==> src/sd_proto_pkg.sv <==
package sd_proto_pkg;

  // response type select, encoded as in the host command register
  typedef enum logic [1:0] {
    RSP_NONE       = 2'b00,  // no response expected
    RSP_LONG       = 2'b01,  // 136 bit frame, R2
    RSP_SHORT      = 2'b10,  // 48 bit frame
    RSP_SHORT_BUSY = 2'b11   // 48 bit frame, busy on dat0 afterwards
  } rsp_type_e;

  // frame lengths on the cmd line, start and end bit included
  localparam int unsigned CMD_FRAME_LEN = 48;
  localparam int unsigned SHORT_RSP_LEN = 48;
  localparam int unsigned LONG_RSP_LEN  = 136;

  // x^7 + x^3 + 1, the x^7 term is implicit
  localparam logic [6:0] CRC7_POLY = 7'h09;

  // field widths
  localparam int unsigned CMD_IDX_W = 6;    // command index
  localparam int unsigned CMD_ARG_W = 32;   // command argument
  localparam int unsigned RSP_W     = 120;  // response payload

endpackage

==> src/sd_host_pkg.sv <==
package sd_host_pkg;

  // command sequencer states
  typedef enum logic [2:0] {
    SEQ_IDLE,        // ready for a host request
    SEQ_WRITE,       // command frame on the line
    SEQ_SWITCH,      // bus turnaround before listening
    SEQ_READ,        // waiting for or receiving the response
    SEQ_READ_BUSY,   // same, then wait for dat0 to leave busy
    SEQ_TURNAROUND   // N_RC gap before the next command
  } cmd_seq_state_e;

  // error flags reported with each finished command
  typedef struct packed {
    logic timeout;   // no start bit in time
    logic crc;       // crc7 mismatch
    logic index;     // echoed index differs
    logic end_bit;   // end bit was low
  } cmd_err_t;

endpackage

==> src/cmd_tx_if.sv <==
interface cmd_tx_if import sd_proto_pkg::*; ();

  logic                 valid;     // request pending
  logic                 ready;     // writer idle
  logic                 done;      // pulse after the end bit
  logic [CMD_IDX_W-1:0] index;
  logic [CMD_ARG_W-1:0] argument;

  modport seq (
    output valid, index, argument,
    input  ready, done
  );

  modport writer (
    input  valid, index, argument,
    output ready, done
  );

endinterface

==> src/rsp_rx_if.sv <==
interface rsp_rx_if import sd_proto_pkg::*; ();

  logic             listen;       // look for a start bit
  logic             long_rsp;     // expect 136 bits instead of 48
  logic             receiving;    // frame in progress
  logic             valid;        // one cycle, results below are stable
  logic [RSP_W-1:0] payload;
  logic             crc_ok;
  logic             end_bit_err;

  modport seq (
    output listen, long_rsp,
    input  receiving, valid, payload, crc_ok, end_bit_err
  );

  modport reader (
    input  listen, long_rsp,
    output receiving, valid, payload, crc_ok, end_bit_err
  );

endinterface

==> src/crc7.sv <==
module crc7 import sd_proto_pkg::*; (
  input  logic       sd_clk_i,
  input  logic       rst_ni,
  input  logic       clear_i,  // start over from zero, may come with shift_i
  input  logic       shift_i,
  input  logic       bit_i,
  output logic [6:0] crc_o
);

  logic [6:0] crc_q, crc_d, base;
  logic       feedback;

  always_comb begin
    base     = clear_i ? 7'd0 : crc_q;
    feedback = bit_i ^ base[6];
    crc_d    = base;
    if (shift_i) begin
      crc_d = {base[5:0], 1'b0} ^ (feedback ? CRC7_POLY : 7'd0);
    end
  end

  always_ff @(posedge sd_clk_i) begin
    if (!rst_ni) begin
      crc_q <= 7'd0;
    end else begin
      crc_q <= crc_d;
    end
  end

  assign crc_o = crc_q;

endmodule

==> src/cmd_write.sv <==
module cmd_write import sd_proto_pkg::*; (
  input  logic     sd_clk_i,
  input  logic     rst_ni,
  cmd_tx_if.writer tx,
  output logic     cmd_o,
  output logic     cmd_en_o
);

  localparam int unsigned TAIL_LEN = 8;                        // crc7 and end bit
  localparam int unsigned BODY_LEN = CMD_FRAME_LEN - TAIL_LEN;  // bits covered by crc7
  localparam int unsigned CNT_W    = $clog2(CMD_FRAME_LEN);

  logic                busy_q, done_q, cmd_q, cmd_en_q;
  logic [CNT_W-1:0]    bit_q;       // frame position of the bit on the line
  logic [BODY_LEN-2:0] frame_q;     // body after the start bit, msb next
  logic                accept, crc_shift, crc_bit;
  logic [6:0]          crc;
  logic [2:0]          crc_sel;

  assign accept    = tx.valid && tx.ready;
  assign crc_shift = accept || (busy_q && (bit_q > CNT_W'(TAIL_LEN)));
  assign crc_bit   = accept ? 1'b0 : frame_q[BODY_LEN-2];  // start bit first
  assign crc_sel   = 3'(bit_q - CNT_W'(2));                 // bit 7 of the frame is crc[6]

  crc7 i_crc7 (
    .sd_clk_i (sd_clk_i),
    .rst_ni   (rst_ni),
    .clear_i  (accept),
    .shift_i  (crc_shift),
    .bit_i    (crc_bit),
    .crc_o    (crc)
  );

  always_ff @(posedge sd_clk_i) begin
    if (!rst_ni) begin
      busy_q   <= 1'b0;
      done_q   <= 1'b0;
      cmd_q    <= 1'b1;  // line idles high
      cmd_en_q <= 1'b0;
      bit_q    <= '0;
    end else begin
      done_q <= 1'b0;
      if (accept) begin
        busy_q   <= 1'b1;
        cmd_en_q <= 1'b1;
        cmd_q    <= 1'b0;  // start bit
        bit_q    <= CNT_W'(CMD_FRAME_LEN - 1);
      end else if (busy_q) begin
        bit_q <= bit_q - CNT_W'(1);
        if (bit_q == '0) begin  // end bit was out this cycle
          busy_q   <= 1'b0;
          cmd_en_q <= 1'b0;
          cmd_q    <= 1'b1;
          done_q   <= 1'b1;
        end else if (bit_q > CNT_W'(TAIL_LEN)) begin
          cmd_q <= frame_q[BODY_LEN-2];
        end else if (bit_q > CNT_W'(1)) begin
          cmd_q <= crc[crc_sel];
        end else begin
          cmd_q <= 1'b1;  // end bit
        end
      end
    end
  end

  // direction bit, index and argument
  always_ff @(posedge sd_clk_i) begin
    if (accept) begin
      frame_q <= {1'b1, tx.index, tx.argument};
    end else if (busy_q) begin
      frame_q <= {frame_q[BODY_LEN-3:0], 1'b0};
    end
  end

  assign tx.ready = !busy_q;
  assign tx.done  = done_q;
  assign cmd_o    = cmd_q;
  assign cmd_en_o = cmd_en_q;

endmodule

==> src/rsp_read.sv <==
module rsp_read import sd_proto_pkg::*; (
  input  logic     sd_clk_i,
  input  logic     rst_ni,
  rsp_rx_if.reader rx,
  input  logic     cmd_i
);

  localparam int unsigned SR_W    = RSP_W + 7;           // payload plus the crc field
  localparam int unsigned CNT_W   = $clog2(LONG_RSP_LEN);
  localparam int unsigned CRC_END = SHORT_RSP_LEN - 8;   // crc covers bits 0 to 39

  logic             receiving_q, valid_q, crc_ok_q, end_err_q;
  logic [CNT_W-1:0] cnt_q;      // index of the bit sampled this cycle
  logic [CNT_W-1:0] last_idx;
  logic [SR_W-1:0]  sr_q;
  logic             start, end_bit, crc_shift;
  logic [6:0]       crc;

  assign last_idx  = rx.long_rsp ? CNT_W'(LONG_RSP_LEN - 1) : CNT_W'(SHORT_RSP_LEN - 1);
  assign start     = rx.listen && !receiving_q && !valid_q && !cmd_i;
  assign end_bit   = receiving_q && (cnt_q == last_idx);
  assign crc_shift = start || (receiving_q && !rx.long_rsp && (cnt_q < CNT_W'(CRC_END)));

  crc7 i_crc7 (
    .sd_clk_i (sd_clk_i),
    .rst_ni   (rst_ni),
    .clear_i  (start),
    .shift_i  (crc_shift),
    .bit_i    (cmd_i),
    .crc_o    (crc)
  );

  always_ff @(posedge sd_clk_i) begin
    if (!rst_ni) begin
      receiving_q <= 1'b0;
      valid_q     <= 1'b0;
      crc_ok_q    <= 1'b0;
      end_err_q   <= 1'b0;
      cnt_q       <= '0;
    end else begin
      valid_q <= 1'b0;
      if (start) begin
        receiving_q <= 1'b1;
        cnt_q       <= CNT_W'(1);
      end else if (end_bit) begin
        receiving_q <= 1'b0;
        valid_q     <= 1'b1;
        crc_ok_q    <= (crc == sr_q[6:0]);  // crc field is the last shifted in
        end_err_q   <= !cmd_i;
      end else if (receiving_q) begin
        cnt_q <= cnt_q + CNT_W'(1);
      end
    end
  end

  // every bit except the end bit, so the payload ends right before the crc field
  always_ff @(posedge sd_clk_i) begin
    if (start || (receiving_q && !end_bit)) begin
      sr_q <= {sr_q[SR_W-2:0], cmd_i};
    end
  end

  assign rx.receiving   = receiving_q;
  assign rx.valid       = valid_q;
  assign rx.payload     = sr_q[SR_W-1:7];
  assign rx.crc_ok      = crc_ok_q;
  assign rx.end_bit_err = end_err_q;

endmodule

==> src/cmd_wrap.sv <==
module cmd_wrap import sd_proto_pkg::*, sd_host_pkg::*; #(
  parameter int unsigned TIMEOUT_CYCLES = 64,
  parameter int unsigned NRC_CYCLES     = 8
) (
  input  logic                 sd_clk_i,
  input  logic                 rst_ni,
  input  logic                 cmd_valid_i,
  output logic                 cmd_ready_o,
  input  logic [CMD_IDX_W-1:0] cmd_index_i,
  input  logic [CMD_ARG_W-1:0] cmd_arg_i,
  input  rsp_type_e            rsp_type_i,
  input  logic                 crc_check_i,
  input  logic                 index_check_i,
  input  logic                 busy_dat0_i,   // low while the card is busy
  cmd_tx_if.seq                tx,
  rsp_rx_if.seq                rx,
  output logic                 done_o,
  output logic [RSP_W-1:0]     rsp_o,
  output cmd_err_t             err_o
);

  localparam int unsigned CNT_MAX = (TIMEOUT_CYCLES > NRC_CYCLES) ? TIMEOUT_CYCLES : NRC_CYCLES;
  localparam int unsigned CNT_W   = $clog2(CNT_MAX + 1);

  cmd_seq_state_e       state_q, state_d;
  logic [CNT_W-1:0]     cnt_q, cnt_d;      // switch, timeout and N_RC counter
  logic [CMD_IDX_W-1:0] idx_q;
  logic [CMD_ARG_W-1:0] arg_q;
  rsp_type_e            type_q;
  logic                 crc_chk_q, idx_chk_q;
  logic                 tx_pending_q, rsp_got_q, done_q;
  cmd_err_t             err_rx, err_stage_q, err_done, err_q;
  logic [RSP_W-1:0]     rsp_stage_q, rsp_q;
  logic                 accept, long_sel, reading, waiting, timed_out, finish;

  assign accept    = cmd_valid_i && cmd_ready_o;
  assign long_sel  = (type_q == RSP_LONG);
  assign reading   = (state_q == SEQ_READ) || (state_q == SEQ_READ_BUSY);
  assign waiting   = reading && !rsp_got_q && !rx.receiving && !rx.valid;
  assign timed_out = waiting && (cnt_q == CNT_W'(TIMEOUT_CYCLES - 1));
  assign finish    = (state_d == SEQ_TURNAROUND) && (state_q != SEQ_TURNAROUND);

  always_comb begin
    state_d = state_q;
    cnt_d   = cnt_q;
    unique case (state_q)
      SEQ_IDLE:  if (accept) state_d = SEQ_WRITE;
      SEQ_WRITE: begin
        if (tx.done) state_d = (type_q == RSP_NONE) ? SEQ_TURNAROUND : SEQ_SWITCH;
      end
      SEQ_SWITCH: begin
        cnt_d = cnt_q + CNT_W'(1);
        if (cnt_q == CNT_W'(1)) begin
          state_d = (type_q == RSP_SHORT_BUSY) ? SEQ_READ_BUSY : SEQ_READ;
        end
      end
      SEQ_READ, SEQ_READ_BUSY: begin
        if (waiting) cnt_d = cnt_q + CNT_W'(1);
        if (timed_out) begin
          state_d = SEQ_TURNAROUND;
        end else if (rsp_got_q && (state_q == SEQ_READ || busy_dat0_i)) begin
          state_d = SEQ_TURNAROUND;  // r1b also waits for dat0 to go high
        end
      end
      SEQ_TURNAROUND: begin
        cnt_d = cnt_q + CNT_W'(1);
        if (cnt_q == CNT_W'(NRC_CYCLES - 1)) state_d = SEQ_IDLE;
      end
      default: state_d = SEQ_IDLE;
    endcase
    if (state_d != state_q) cnt_d = '0;  // every state starts counting from zero
  end

  // long responses carry their crc inside the payload and no index
  always_comb begin
    err_rx         = '0;
    err_rx.crc     = crc_chk_q && !long_sel && !rx.crc_ok;
    err_rx.index   = idx_chk_q && !long_sel && (rx.payload[CMD_ARG_W +: CMD_IDX_W] != idx_q);
    err_rx.end_bit = rx.end_bit_err;
  end

  always_comb begin
    err_done = '0;
    if (timed_out) begin
      err_done.timeout = 1'b1;
    end else if (rsp_got_q) begin
      err_done = err_stage_q;
    end
  end

  always_ff @(posedge sd_clk_i) begin
    if (!rst_ni) begin
      state_q      <= SEQ_IDLE;
      cnt_q        <= '0;
      tx_pending_q <= 1'b0;
      rsp_got_q    <= 1'b0;
      done_q       <= 1'b0;
      err_q        <= '0;
      rsp_q        <= '0;
    end else begin
      state_q <= state_d;
      cnt_q   <= cnt_d;
      done_q  <= finish;
      if (accept) begin
        tx_pending_q <= 1'b1;
      end else if (tx.valid && tx.ready) begin
        tx_pending_q <= 1'b0;
      end
      if (rx.valid) begin
        rsp_got_q <= 1'b1;
      end else if (finish) begin
        rsp_got_q <= 1'b0;
      end
      if (finish) begin
        err_q <= err_done;
        if (rsp_got_q && !timed_out) rsp_q <= rsp_stage_q;  // no response keeps the old one
      end
    end
  end

  // request fields and staged results
  always_ff @(posedge sd_clk_i) begin
    if (accept) begin
      idx_q     <= cmd_index_i;
      arg_q     <= cmd_arg_i;
      type_q    <= rsp_type_i;
      crc_chk_q <= crc_check_i;
      idx_chk_q <= index_check_i;
    end
    if (rx.valid) begin
      err_stage_q <= err_rx;
      rsp_stage_q <= long_sel ? rx.payload : RSP_W'(rx.payload[CMD_ARG_W-1:0]);
    end
  end

  assign cmd_ready_o = (state_q == SEQ_IDLE);
  assign tx.valid    = tx_pending_q;
  assign tx.index    = idx_q;
  assign tx.argument = arg_q;
  assign rx.listen   = reading && !rsp_got_q;
  assign rx.long_rsp = long_sel;
  assign done_o      = done_q;
  assign rsp_o       = rsp_q;
  assign err_o       = err_q;

endmodule

==> src/sd_cmd_top.sv <==
module sd_cmd_top import sd_proto_pkg::*, sd_host_pkg::*; #(
  parameter int unsigned TIMEOUT_CYCLES = 64,
  parameter int unsigned NRC_CYCLES     = 8
) (
  input  logic                 sd_clk_i,
  input  logic                 rst_ni,
  input  logic                 cmd_valid_i,
  output logic                 cmd_ready_o,
  input  logic [CMD_IDX_W-1:0] cmd_index_i,
  input  logic [CMD_ARG_W-1:0] cmd_arg_i,
  input  rsp_type_e            rsp_type_i,
  input  logic                 crc_check_i,
  input  logic                 index_check_i,
  input  logic                 sd_cmd_i,
  output logic                 sd_cmd_o,
  output logic                 sd_cmd_en_o,
  input  logic                 busy_dat0_i,
  output logic                 done_o,
  output logic [RSP_W-1:0]     rsp_o,
  output logic                 err_timeout_o,
  output logic                 err_crc_o,
  output logic                 err_index_o,
  output logic                 err_end_bit_o
);

  cmd_err_t err;

  cmd_tx_if i_tx_if ();
  rsp_rx_if i_rx_if ();

  cmd_wrap #(
    .TIMEOUT_CYCLES (TIMEOUT_CYCLES),
    .NRC_CYCLES     (NRC_CYCLES)
  ) i_cmd_wrap (
    .sd_clk_i      (sd_clk_i),
    .rst_ni        (rst_ni),
    .cmd_valid_i   (cmd_valid_i),
    .cmd_ready_o   (cmd_ready_o),
    .cmd_index_i   (cmd_index_i),
    .cmd_arg_i     (cmd_arg_i),
    .rsp_type_i    (rsp_type_i),
    .crc_check_i   (crc_check_i),
    .index_check_i (index_check_i),
    .busy_dat0_i   (busy_dat0_i),
    .tx            (i_tx_if.seq),
    .rx            (i_rx_if.seq),
    .done_o        (done_o),
    .rsp_o         (rsp_o),
    .err_o         (err)
  );

  cmd_write i_cmd_write (
    .sd_clk_i (sd_clk_i),
    .rst_ni   (rst_ni),
    .tx       (i_tx_if.writer),
    .cmd_o    (sd_cmd_o),
    .cmd_en_o (sd_cmd_en_o)
  );

  rsp_read i_rsp_read (
    .sd_clk_i (sd_clk_i),
    .rst_ni   (rst_ni),
    .rx       (i_rx_if.reader),
    .cmd_i    (sd_cmd_i)
  );

  assign err_timeout_o = err.timeout;
  assign err_crc_o     = err.crc;
  assign err_index_o   = err.index;
  assign err_end_bit_o = err.end_bit;

endmodule

==> config.mk <==
export PLATFORM = sky130hd
export DESIGN_NAME = sd_cmd_top
export DESIGN_NICKNAME = d
export VERILOG_FILES = /design/src/sd_proto_pkg.sv /design/src/sd_host_pkg.sv /design/src/cmd_tx_if.sv /design/src/rsp_rx_if.sv /design/src/crc7.sv /design/src/cmd_write.sv /design/src/rsp_read.sv /design/src/cmd_wrap.sv /design/src/sd_cmd_top.sv
export SDC_FILE = /design/constraint.sdc
export NUM_CORES = 1
export LEC_CHECK = 0
export CAP_MARGIN = 10
export CORE_ASPECT_RATIO = 2
export CORE_UTILIZATION = 60
export DETAILED_ROUTE_END_ITERATION = 6
export DONT_BUFFER_PORTS = 1
export PLACE_DENSITY = 0.88
export SYNTH_ARGS = -nofsm -noshare
export SYNTH_HDL_FRONTEND = slang
export SYNTH_SLANG_ARGS = --single-unit
==> constraint.sdc <==
create_clock -name sd_clk_i -period 30.9 [get_ports sd_clk_i]
set_input_delay 6.18 -clock sd_clk_i [delete_from_list [all_inputs] [get_ports sd_clk_i]]
set_output_delay 6.18 -clock sd_clk_i [all_outputs]
set_load 0.03 [all_outputs]
## Word level (Yosys, flattened, before mapping)

Index checks and enable logic that the tools add are counted.

- Add/subtract/negate cells: 4
- Reductions and logical operators: 55
- Equal/unequal tests: 18
- Muxes and demuxes: 50
- $lt $le $gt $ge: 4
- Bitwise logic cells: 8

Operator list:

| kind | number |
|---|---|
| $mux W38 | 2 |
| $mux W7 | 5 |
| $mux W3 | 10 |
| $mux W1 | 25 |
| $logic_and A1 B1 Y1 | 19 |
| $pmux W3 S5 | 1 |
| $pmux W7 S2 | 1 |
| $reduce_bool A2 Y1 | 7 |
| $xor A7 B4 Y7 | 2 |
| $mux W6 | 2 |
| $reduce_and A2 Y1 | 6 |
| $reduce_or A2 Y1 | 5 |
| $eq A3 B3 Y1 const B | 3 |
| $logic_not A1 Y1 | 9 |
| $add A8 B1 Y8 const B | 1 |
| $eq A8 B8 Y1 | 1 |
| $lt A8 B6 Y1 const B | 1 |
| $mux W4 | 2 |
| $mux W8 | 1 |
| $add A7 B1 Y7 const B | 1 |
| $eq A7 B1 Y1 const B | 1 |
| $eq A7 B3 Y1 const B | 1 |
| $eq A7 B6 Y1 const B | 1 |
| $eq A7 B7 Y1 | 1 |
| 22 further kinds | 31 |

- Logic and storage cells: 176
- Bits in registers: 504

## Depth between registers and ports, before layout

Gate-level depths: netlist of run 1.

- Depth in word-level cells: 12
- Depth in mapped cells: 10
- Gate-level depth less buffers: 8

## Cells and area by module

From an unflattened synthesis of run 1, not the netlist that was laid out.

- Cells, all modules: 1,447
- Area total of the unflattened synthesis: 19,630.1 µm²

By module, submodules not included:

| module | cells an instance | times used | area each (µm²) |
|---|---|---|---|
| cmd_wrap | 915 | 1 | 11,378.4 |
| rsp_read | 322 | 1 | 5,425.2 |
| cmd_write | 148 | 1 | 2,198.4 |
| crc7 | 31 | 2 | 314.1 |

## Least setup slack after synthesis of run 1

Ideal clock, no wire load.

- Path kind: input to register
- Start: input port sd_cmd_i
- End: register i_rsp_read.sr_q[0], enable pin
- Setup time: 0.791 ns
- Stages: 1
- Path slack: 15.015 ns
- Arrival time: 15.094 ns
- Buffers on the path: 0
- Required time: 30.109 ns
- Cell sequence: o21ai_0

- Longest elaborated chain between the ends: 3

RTL lines:

| what | RTL line | source |
|---|---|---|
| start, declared | sd_cmd_top.sv:14 | `input logic sd_cmd_i,` |
| $logic_not A1 Y1 | rsp_read.sv:20 | `assign start = rx.listen && !receiving_q && !valid_q && !cmd_i;` |
| $logic_and A1 B1 Y1 | rsp_read.sv:20 |  |
| $logic_or A1 B1 Y1 | rsp_read.sv:58 | `if (start \|\| (receiving_q && !end_bit)) begin` |
| end signal, assigned | rsp_read.sv:59 | `sr_q <= {sr_q[SR_W-2:0], cmd_i};` |
| end, declared | rsp_read.sv:15 | `logic [SR_W-1:0] sr_q;` |

Every way passes these cells.
A chain may end at the register's enable or synchronous reset.

## Worst setup path in the final report of run 1

- Start: input port cmd_valid_i
- End: register i_cmd_wrap.rsp_q[74], in the netlist i_cmd_wrap.rsp_o[74]

- Longest elaborated chain between the ends: 6

RTL lines:

| what | RTL line | source |
|---|---|---|
| start, declared | sd_cmd_top.sv:7 | `input logic cmd_valid_i,` |
| $logic_and A1 B1 Y1 | cmd_wrap.sv:36 | `assign accept = cmd_valid_i && cmd_ready_o;` |
| $mux W3 | cmd_wrap.sv:47 | `SEQ_IDLE: if (accept) state_d = SEQ_WRITE;` |
| $pmux W3 S5 | cmd_wrap.sv:46 | `unique case (state_q)` |
| $eq A3 B3 Y1 | cmd_wrap.sv:41 | `assign finish = (state_d == SEQ_TURNAROUND) && (state_q != SEQ_TURNAROUND);` |
| $logic_and A1 B1 Y1 | cmd_wrap.sv:41 |  |
| $reduce_and A2 Y1 (no source line) | - |  |
| end signal, assigned | cmd_wrap.sv:116 | `if (rsp_got_q && !timed_out) rsp_q <= rsp_stage_q;` |
| end, declared | cmd_wrap.sv:33 | `logic [RSP_W-1:0] rsp_stage_q, rsp_q;` |

Every way passes these cells.

==> results.yml, run 1 <==
timing:
  rsz0062_at_grt: "no"
  fin_skew_ns: 0.0124
  worst_pin_slew_ns: 1.11
  finalSetupTns_ns: 0
  slew-limit-headroom_pct: 25.7
  post-route-min-period_ns: 8.65
  count_of_pins_over_their_slew_limit: 0
  final_hold_viol_count: 0
  maxClockFrequency_mhz: 116
  setup_violations_final: 0
  finalCritPeriodShare_pct: 28.0
power:
  p_sw_share_pct: 20.1
  combPwrFrac_pct: 2.7
  clock_group_share_of_total_power_pct: 39.0
  p_int_mw: 1.01
  power-per-cell-area_mw_per_mm2: 63.2
  pwr-share-seq_pct: 58.3
  net-switching-power_mw: 0.253
  post-layout-total-power_mw: 1.26
  power.leakage_nw: 6.83
  ir_drop_mv: 0.0673
global_routing:
  grt_max_degree: 259
  grt-ovfl-total: 0
  global_route.usage.total_pct: 20.7
  grt_first_pass_wirelength_mm: 51.7
  number_of_antenna_violations_at_the_first_check_in_global_routing: 0
  first_global_vias: 10200
synthesis:
  ys_warn_count: 0
  synthesis.instances: 1397
  nets_in_the_synthesized_netlist: 1452
  number_of_synthesized_register_bits: 504
  postSynthAreaPerCell_um2: 13.2
  summed_instance_area_of_the_synthesized_netlist_mm2: 0.0185
  synthFlopType: "edfxtp_1"
  seq_area_frac_synth_pct: 72.4
  synth.distinct_cells: 51
  async_reset_ff_share_pct: 0
  synth_edf_count: 330
placement:
  place_congestion: 0.869
  dp_hpwl_mm: 19.9
  postPlaceCellArea_mm2: 0.0187
  buffer_ports.inserted: 0
worst_setup_path:
  worst_setup_path_end_kind: "flip-flop"
  cp.buffers_inverters: 2
  critPathArrivalTime_ns: 9.09
  max_stage_delay_ns: 0.95
  slowest_stage: "buf_4"
  cpMostUsedCell: "buf_4"
  cell_family_contributing_the_most_delay_on_the_critical_path: "buffers and inverters"
  crit_path_cell_trace: "nor2b_1 > o221ai_1 > and3_1 > and2_1 > nor3b_4 > buf_4 > buf_4 > mux2i_1"
  timing_worst_setup_path_type: "in2reg"
  worst_path_max_fanout: 65
  critPathRequiredTime_ns: 31.34
  cp-start-kind: "input pin"
clocking:
  hold_buffers: 0
  post-cts-setup-buffers: 0
  numCtsBuffers: 40
  clkLatencyLatePin_ns: 0.53
  clock_tree.htree_level_count: 2
  worst_setup_hold_path_clk_slew_ns: 0.07
  cts_root_buffer: "clkbuf_16"
  clock_tree.buffer_depth: 3
  cts_tree: "built"
  cts_sinks: 504
  cts.repair.resized: 0
drt:
  detail_route.drc_violations: 0
  drt-wirelength-per-cell_um: 17.9
  num_vias: 9901
  vias_per_cell: 5.57
  drt_iter0_drc: 621
  routed_wirelength_mm: 31.8
  detailedRoute.firstPassIterationCount: 5
  drtAntennaViolNets: 0
floorplanning:
  ioPinCount: 175
  core_mm2: 0.0303
  chipWidth_um: 126
  initial_core_utilization_pct: 61.1
  die_area_mm2: 0.0316
  die_height_um: 250
  core.rowCount: 90
final_layout:
  most_frequent_standard_cell_in_the_layout_excluding_fill_and_tap_cells: "nand2_1"
  mostFrequentLayoutCells: "nand2_1 (381), edfxtp_1 (330), dfxtp_1 (173)"
  n_antenna_cell: 0
  nNetsFinal: 1434
  syn_to_final_growth_pct: 7.71
  fin_util_pct: 65.8
  post-route-cell-area_mm2: 0.0199
  num-fill-cells: 2012
  drive_gt1_share_pct: 5.46
run:
  max_cap_viols: 0
hold_path:
  hold_path_class: "reg2reg"
status:
  status: "completed"
==> worst register-to-register path: cells and delay by family, from the launching register on <==
| kind | cells | cell delay, ns |
|---|---|---|
| buffers and inverters | 3 | 2.02 |
| AO/OA/AOI/OAI | 2 | 0.70 |
| AND/OR/NAND/NOR | 3 | 0.51 |
| flip-flops | 1 | 0.49 |
==> metal layers <==
metal / track usage (%) / routed length (um)
met5: 0 / 0
met2: 37.9 / 17000
met1: 23.6 / 12300
met3: 3.29 / 1270
met4: 8.67 / 1180
==> registers in the layout, summed over array words and instances, names as in the netlist, 2 cells and up <==
register and cells:
i_cmd_wrap.cnt_q 7, i_cmd_wrap.type_q 2, i_rsp_read.sr_q 127, i_cmd_wrap.rsp_o 120, i_cmd_write.i_crc7.crc_o 7, i_cmd_wrap.rsp_stage_q 120
i_cmd_wrap.err_o 4, i_cmd_wrap.err_stage_q 3, i_rsp_read.i_crc7.crc_o 7, i_cmd_write.bit_q 6, i_cmd_wrap.tx.argument 32, i_rsp_read.cnt_q 8
i_cmd_write.frame_q 39, i_cmd_wrap.tx.index 6, i_cmd_wrap.state_q 3
==> logic make-up after synthesis <==
kind of cell | count (synthesis) | share of synthesized area, %
compound gates | 43 | 1.45
fa+ha+maj | 8 | 0.541
simple gates | 589 | 14.2
mux | 139 | 7.59
xor+xnor | 31 | 1.47
flops | 504 | 72.4
buf+inv | 83 | 2.39
==> cells in the mapped netlist (9+ instances only) <==
cell	instances	area (um2)
xnor2_1	13	114
xor2_1	18	158
nand3_1	19	95.1
a21oi_1	15	75.1
nor2_1	46	173
clkbuf_1	52	195
nand4_1	10	62.6
nand2_1	381	1430
and2_1	96	601
edfxtp_1	330	9910
o21ai_0	9	45.0
buf_8	10	150
dfxtp_1	174	3480
inv_1	14	52.6
mux2i_1	138	1380
==> power groups by stage <==
stage | logic [mW] | registers [mW] | clock network [mW]
2_1_floorplan | 0.0308 | 0.747 | 0
6_report | 0.0337 | 0.735 | 0.491
5_1_grt | 0.0382 | 0.736 | 0.528
3_5_place_dp | 0.0339 | 0.750 | 0
3_3_place_gp | 0.0316 | 0.749 | 0
4_1_cts | 0.0341 | 0.735 | 0.503
==> path summary, 6_finish.rpt <==
path              cells past startpoint  slack [ns]            startpoint                    to
setup / recovery                      8       22.25           cmd_valid_i  i_cmd_wrap.rsp_o[74]
setup reg to reg                      8       26.73  i_cmd_wrap.type_q[1]   i_rsp_read.sr_q[49]
hold / removal                        0        0.44   i_rsp_read.sr_q[23]   i_rsp_read.sr_q[24]
hold reg to reg                       0        0.44   i_rsp_read.sr_q[23]   i_rsp_read.sr_q[24]
==> cell type report <==
type | count | area [um2] | share of cell area, %
Clock buffer | 57 | 1140 | 5.71
Clock inverter | 17 | 120 | 0.603
Inverter | 14 | 52.6 | 0.264
Multi-Input combinational cell | 810 | 4700 | 23.6
Sequential cell | 504 | 13400 | 67.2
Tap cell | 368 | 460 | 2.31
Timing Repair Buffer | 9 | 67.6 | 0.339
==> per-stage QoR <==
step	hold WS, ns	worst slack, ns	std cells
2_1_floorplan	0.408	15.02	1397
3_3_place_gp	0.412	21.75	1705
3_5_place_dp	0.428	21.65	1705
4_1_cts	0.442	22.22	1779
5_1_grt	0.458	22.04	1779
6_report	0.437	22.25	1779
(Power assumes the default switching activity.)
==> run 2: changes to the inputs <==
==> constraint.sdc (replaced) <==
create_clock -name sd_clk_i -period 8.3 [get_ports sd_clk_i]
set_input_delay 1.66 -clock sd_clk_i [delete_from_list [all_inputs] [get_ports sd_clk_i]]
set_output_delay 1.66 -clock sd_clk_i [all_outputs]
set_load 0.03 [all_outputs]
==> run 2 against run 1 <==
Combinational power rose to 3.7 times the previous value; clock-buffer cell count unchanged; utilization up 0.33 points; final area is 0.51% higher; non-clock buffer count down 1; largest power group unchanged; sequential share of layout area fell by 0.34 points; sequential power rose to 3.7 times the previous value; worst setup slack lost 18 ns; critical path type is now reg2reg; flip-flop and latch count did not move; critical endpoint is now i_rsp_read.sr_q[56].
==> results.yml, run 2 (synthesis results as in run 1) <==
timing:
  setup_violations_final: 0
  worst_pin_slew_ns: 1.10
  final_hold_viol_count: 0
  count_of_pins_over_their_slew_limit: 0
  rsz0062_at_grt: "no"
  hold_ws_ns: 0.438
  finalCritPeriodShare_pct: 46.7
  post-route-min-period_ns: 3.88
  fin_skew_ns: 0.0190
  setup_slack_ns: 4.42
  slew-limit-headroom_pct: 27.0
  maxClockFrequency_mhz: 258
  finalSetupTns_ns: 0
clocking:
  post-cts-setup-buffers: 0
  numCtsBuffers: 41
  cts.repair.resized: 0
  clkLatencyLatePin_ns: 0.55
  cts_sinks: 504
  cts_tree: "built"
  clock_tree.htree_level_count: 2
  worst_setup_hold_path_clk_slew_ns: 0.07
  cts_root_buffer: "clkbuf_16"
  clock_tree.buffer_depth: 3
  hold_buffers: 0
power:
  p_int_mw: 3.85
  combPwrFrac_pct: 2.6
  net-switching-power_mw: 0.959
  power.leakage_nw: 6.88
  power-per-cell-area_mw_per_mm2: 240
  p_sw_share_pct: 19.9
  pwr-share-seq_pct: 56.8
  ir_drop_mv: 0.224
  clock_group_share_of_total_power_pct: 40.5
drt:
  num_vias: 9966
  drt_iter0_drc: 593
  drt-wirelength-per-cell_um: 17.4
  vias_per_cell: 5.60
  drtAntennaViolNets: 0
  detail_route.drc_violations: 0
  detailedRoute.firstPassIterationCount: 5
  routed_wirelength_mm: 31.0
status:
  status: "completed"
worst_setup_path:
  critPathRequiredTime_ns: 8.46
  critPathArrivalTime_ns: 4.04
  regToRegEndpoint: "i_rsp_read.sr_q[56]"
  regToRegStartpoint: "i_cmd_wrap.type_q[1]"
  cp-start-kind: "flip-flop"
  worstSetupStartpoint: "i_cmd_wrap.type_q[1]"
  worst_r2r_path_depth: 8
  worst_setup_path_end_kind: "flip-flop"
  worst_path_max_fanout: 91
  crit_path_end: "i_rsp_read.sr_q[56]"
  timing_worst_setup_path_type: "reg2reg"
  reg2reg_setup_slack_ns: 4.42
final_layout:
  mostFrequentLayoutCells: "nand2_1 (381), edfxtp_1 (330), dfxtp_1 (173)"
  multiInputGateArea_mm2: 0.00470
  number_of_flip_flops_in_the_largest_register: 127
  regMostFlops: "i_rsp_read.sr_q"
  regArea_mm2: 0.0134
  most_frequent_standard_cell_in_the_layout_excluding_fill_and_tap_cells: "nand2_1"
  drive_gt1_share_pct: 5.52
  num-fill-cells: 2004
  fin_util_pct: 66.1
  nNetsFinal: 1434
  syn_to_final_growth_pct: 8.26
placement:
  buffer_ports.inserted: 0
  dp_hpwl_mm: 18.8
  detailedPlace.worstSlack_ns: 4.37
  place_congestion: 0.856
hold_path:
  hold_path_depth: 0
  hold_wc_startpoint: "i_rsp_read.sr_q[56]"
  hold_path_class: "reg2reg"
global_routing:
  global_route.usage.total_pct: 19.9
  number_of_antenna_violations_at_the_first_check_in_global_routing: 1
  first_global_vias: 9994
  grt-ovfl-total: 0
  grt_max_degree: 259
  grt_first_pass_wirelength_mm: 49.8
floorplanning:
  core_mm2: 0.0303
  chipWidth_um: 126
  initial_core_utilization_pct: 61.1
  die_area_mm2: 0.0316
  die_height_um: 250
  core.rowCount: 90
  ioPinCount: 175
run:
  max_cap_viols: 0
[run 2: cell count changes in the layout (fill, tap and decap cells not counted), sizes merged]
cell / previous run / this run
inv: 15 / 16
bufinv: 1 / 4
diode: 0 / 1
buf: 9 / 8
clkinvlp: 2 / 0
[run 2: per-layer routing]
metal | GRT usage, % | vias to the layer above | wire, um | part of all wire (%)
met5 | 0 | - | 0 | 0
met4 | 9.50 | 0 | 1210 | 3.9
met3 | 3.76 | 75 | 1480 | 4.8
met2 | 36.4 | 287 | 16600 | 54
met1 | 22.0 | 4846 | 11600 | 38
li1 | - | 4758 | - | -
[run 2: cell type report]
type                            instances  area share [%]
Antenna cell                            1          0.0125
Clock buffer                           57            5.73
Clock inverter                         19            1.01
Inverter                               14           0.262
Multi-Input combinational cell        810            23.5
Sequential cell                       504            66.9
Tap cell                              368            2.30
Timing Repair Buffer                    8           0.362
[run 2: through the flow]
stage	area [um2]	instances	power, mW
floorplan	18500	1397	2.90
global placement	18700	1704	2.91
detailed placement	18700	1704	2.92
CTS	20000	1780	4.86
global route	20000	1781	4.96
finish	20000	1781	4.81
[run 2: worst min-delay path by stage]
stage                                      to
floorplan           i_cmd_wrap.err_stage_q[0]
global placement    i_cmd_wrap.err_stage_q[0]
detailed placement        i_rsp_read.sr_q[97]
CTS                       i_rsp_read.sr_q[22]
global route              i_rsp_read.sr_q[10]
finish                    i_rsp_read.sr_q[57]
[run 2: power by group through the flow]
stage	Sequential (mW)	Clock [mW]	Combinational (mW)
after floorplan	2.78	0	0.115
after global placement	2.79	0	0.118
after detailed placement	2.79	0	0.125
after CTS	2.73	2.00	0.127
after global routing	2.74	2.08	0.143
final	2.74	1.95	0.126
[run 2: worst max-delay path, stage by stage, from the launching register on]
cell	delay [ns]
edfxtp_1	0.47
nor2b_4	0.13
buf_4	0.54
nor3_1	0.11
o2111ai_1	0.43
nand2_1	0.24
o21ai_4	0.09
buf_4	0.57
buf_4	0.79
==> run 3: changes to the inputs <==
--- a/config.mk
+++ b/config.mk
@@ -7,10 +7,10 @@
 export LEC_CHECK = 0
 export CAP_MARGIN = 10
 export CORE_ASPECT_RATIO = 2
-export CORE_UTILIZATION = 60
+export CORE_UTILIZATION = 57
 export DETAILED_ROUTE_END_ITERATION = 6
 export DONT_BUFFER_PORTS = 1
-export PLACE_DENSITY = 0.88
+export PLACE_DENSITY = 0.87
 export SYNTH_ARGS = -nofsm -noshare
 export SYNTH_HDL_FRONTEND = slang
 export SYNTH_SLANG_ARGS = --single-unit
==> constraint.sdc (replaced) <==
create_clock -name sd_clk_i -period 3.53 [get_ports sd_clk_i]
set_input_delay 0.706 -clock sd_clk_i [delete_from_list [all_inputs] [get_ports sd_clk_i]]
set_output_delay 0.706 -clock sd_clk_i [all_outputs]
set_load 0.03 [all_outputs]
==> run 3 against run 2 <==
Worst setup slack got worse by 3.8 ns; clock skew down 0.0047 ns; utilization shrank 3.4 points; final area up 0.56%; clock-buffer cell count is 4 lower; critical path depth decreased by 1; fmax is 33% higher; combinational power increased by 140%; non-clock buffer count grew 5; register-to-register slack worse by 3.8 ns; sequential power increased by 130%; global-route usage shrank 0.52 points; largest cell class unchanged; highest routed layer unchanged.
==> results.yml, run 3 (synthesis results as in run 1) <==
placement:
  dp_hpwl_mm: 19.6
  buffer_ports.inserted: 0
  place_congestion: 0.853
drt:
  vias_per_cell: 5.37
  drtAntennaViolNets: 0
  drt-wirelength-per-cell_um: 17.3
  detail_route.drc_violations: 0
  detailedRoute.firstPassIterationCount: 6
  drt_iter0_drc: 685
  num_vias: 9900
  routed_wirelength_mm: 32.0
clocking:
  cts_sinks: 504
  cts_tree: "built"
  cts_root_buffer: "clkbuf_16"
  clock_tree.htree_level_count: 2
  clock_tree.buffer_depth: 3
  clkLatencyLatePin_ns: 0.54
  cts.repair.resized: 0
  post-cts-setup-buffers: 0
  hold_buffers: 0
  numCtsBuffers: 41
  worst_setup_hold_path_clk_slew_ns: 0.07
worst_setup_path:
  critPathRequiredTime_ns: 3.97
  worst_setup_path_end_kind: "flip-flop"
  crit_path_cell_trace: "nor3b_1 > o21a_1 > a21oi_1 > and2_1 > nor3b_4 > buf_4 > mux2i_1"
  reg2reg_setup_slack_ns: 0.63
  timing_worst_setup_path_type: "reg2reg"
  max_stage_delay_ns: 0.55
  worst_path_max_fanout: 33
  cp-start-kind: "flip-flop"
  critPathArrivalTime_ns: 3.34
  slowest_stage: "buf_4"
final_layout:
  number_of_flip_flops_in_the_largest_register: 127
  nNetsFinal: 1439
  n_antenna_cell: 0
  regArea_mm2: 0.0134
  regMostFlops: "i_rsp_read.sr_q"
  multiInputGateArea_mm2: 0.00471
  mostFrequentLayoutCells: "nand2_1 (381), edfxtp_1 (330), dfxtp_1 (173)"
  most_frequent_standard_cell_in_the_layout_excluding_fill_and_tap_cells: "nand2_1"
  syn_to_final_growth_pct: 8.86
  num-fill-cells: 2264
  drive_gt1_share_pct: 6.21
power:
  ir_drop_mv: 0.505
  power.leakage_nw: 6.90
  power-per-cell-area_mw_per_mm2: 557
hold_path:
  hold_path_class: "in2reg"
timing:
  final_hold_viol_count: 0
  finalSetupTns_ns: 0
  post-route-min-period_ns: 2.90
  fin_skew_ns: 0.0143
  setup_violations_final: 0
  count_of_pins_over_their_slew_limit: 0
  worst_pin_slew_ns: 1.02
  maxClockFrequency_mhz: 344
  hold_ws_ns: 0.262
  finalCritPeriodShare_pct: 82.3
  rsz0062_at_grt: "no"
  slew-limit-headroom_pct: 31.7
global_routing:
  number_of_antenna_violations_at_the_first_check_in_global_routing: 0
  grt_max_degree: 259
  grt-ovfl-total: 0
  first_global_vias: 9952
  global_route.usage.total_pct: 19.4
  grt_first_pass_wirelength_mm: 50.4
floorplanning:
  ioPinCount: 175
  die_height_um: 257
  initial_core_utilization_pct: 57.6
  die_area_mm2: 0.0332
  chipWidth_um: 129
  core.rowCount: 93
  core_mm2: 0.0321
status:
  status: "completed"
run:
  max_cap_viols: 0
## run 3: cell types whose count changed in the layout (fill, tap and decap cells not counted), sizes merged
cell	change
buf	+5
bufinv	-1
clkbuf	-4
clkinvlp	+2
diode	-1
inv	+2
## run 3: layout make-up
class                           instances  area share, %
Inverter                               14          0.261
Clock inverter                         22           1.06
Multi-Input combinational cell        810           23.4
Timing Repair Buffer                   13          0.609
Tap cell                              427           2.65
Clock buffer                           53           5.52
Sequential cell                       504           66.5
## run 3: layer usage
metal  GRT usage [%]  share of wire (%)  vias up
li1                -                  -     4770
met1            21.2                 37     4799
met2            35.6                 54      255
met3            3.88                5.3       76
met4            8.33                3.8        0
met5               0                  0        -
## run 3: report_power, final
part	total, mW	switching [mW]	internal [mW]
sequential	6.43	0.0615	6.37
combinational	0.301	0.198	0.103
clock	4.49	2.01	2.48
total	11.2	2.27	8.95
## run 3: path summary, 6_finish.rpt
| path | depth (start not counted) | endpoint | start |
|---|---|---|---|
| max | 7 | i_cmd_wrap.rsp_o[110] | i_cmd_wrap.state_q[2] |
| min | 0 | i_cmd_wrap.crc_chk_q | crc_check_i |
| max reg2reg | 7 | i_cmd_wrap.rsp_o[110] | i_cmd_wrap.state_q[2] |
| min reg2reg | 0 | i_rsp_read.sr_q[73] | i_rsp_read.sr_q[72] |
## run 3: metrics by stage
| step | setup WS [ns] | power [mW] | cells | utilization (%) | instance area [um2] |
|---|---|---|---|---|---|
| after floorplan | -0.0997 | 6.81 | 1397 | - | 18500 |
| after global placement | 1.04 | 6.84 | 1768 | 58.6 | 18800 |
| after detailed placement | 0.765 | 6.86 | 1768 | 58.6 | 18800 |
| after CTS | 0.670 | 11.3 | 1843 | 62.7 | 20100 |
| after global routing | 0.551 | 11.6 | 1843 | 62.7 | 20100 |
| final | 0.626 | 11.2 | 1843 | 62.7 | 20100 |
## run 3: critical path: cells and delay by family (launching register included)
family,cells,cell delay (ns)
DFF,1,0.51
muxes,1,0.32
buffers and inverters,1,0.55
and+or+nand+nor,3,1.05
AOI/OAI and AO/OA,2,0.35
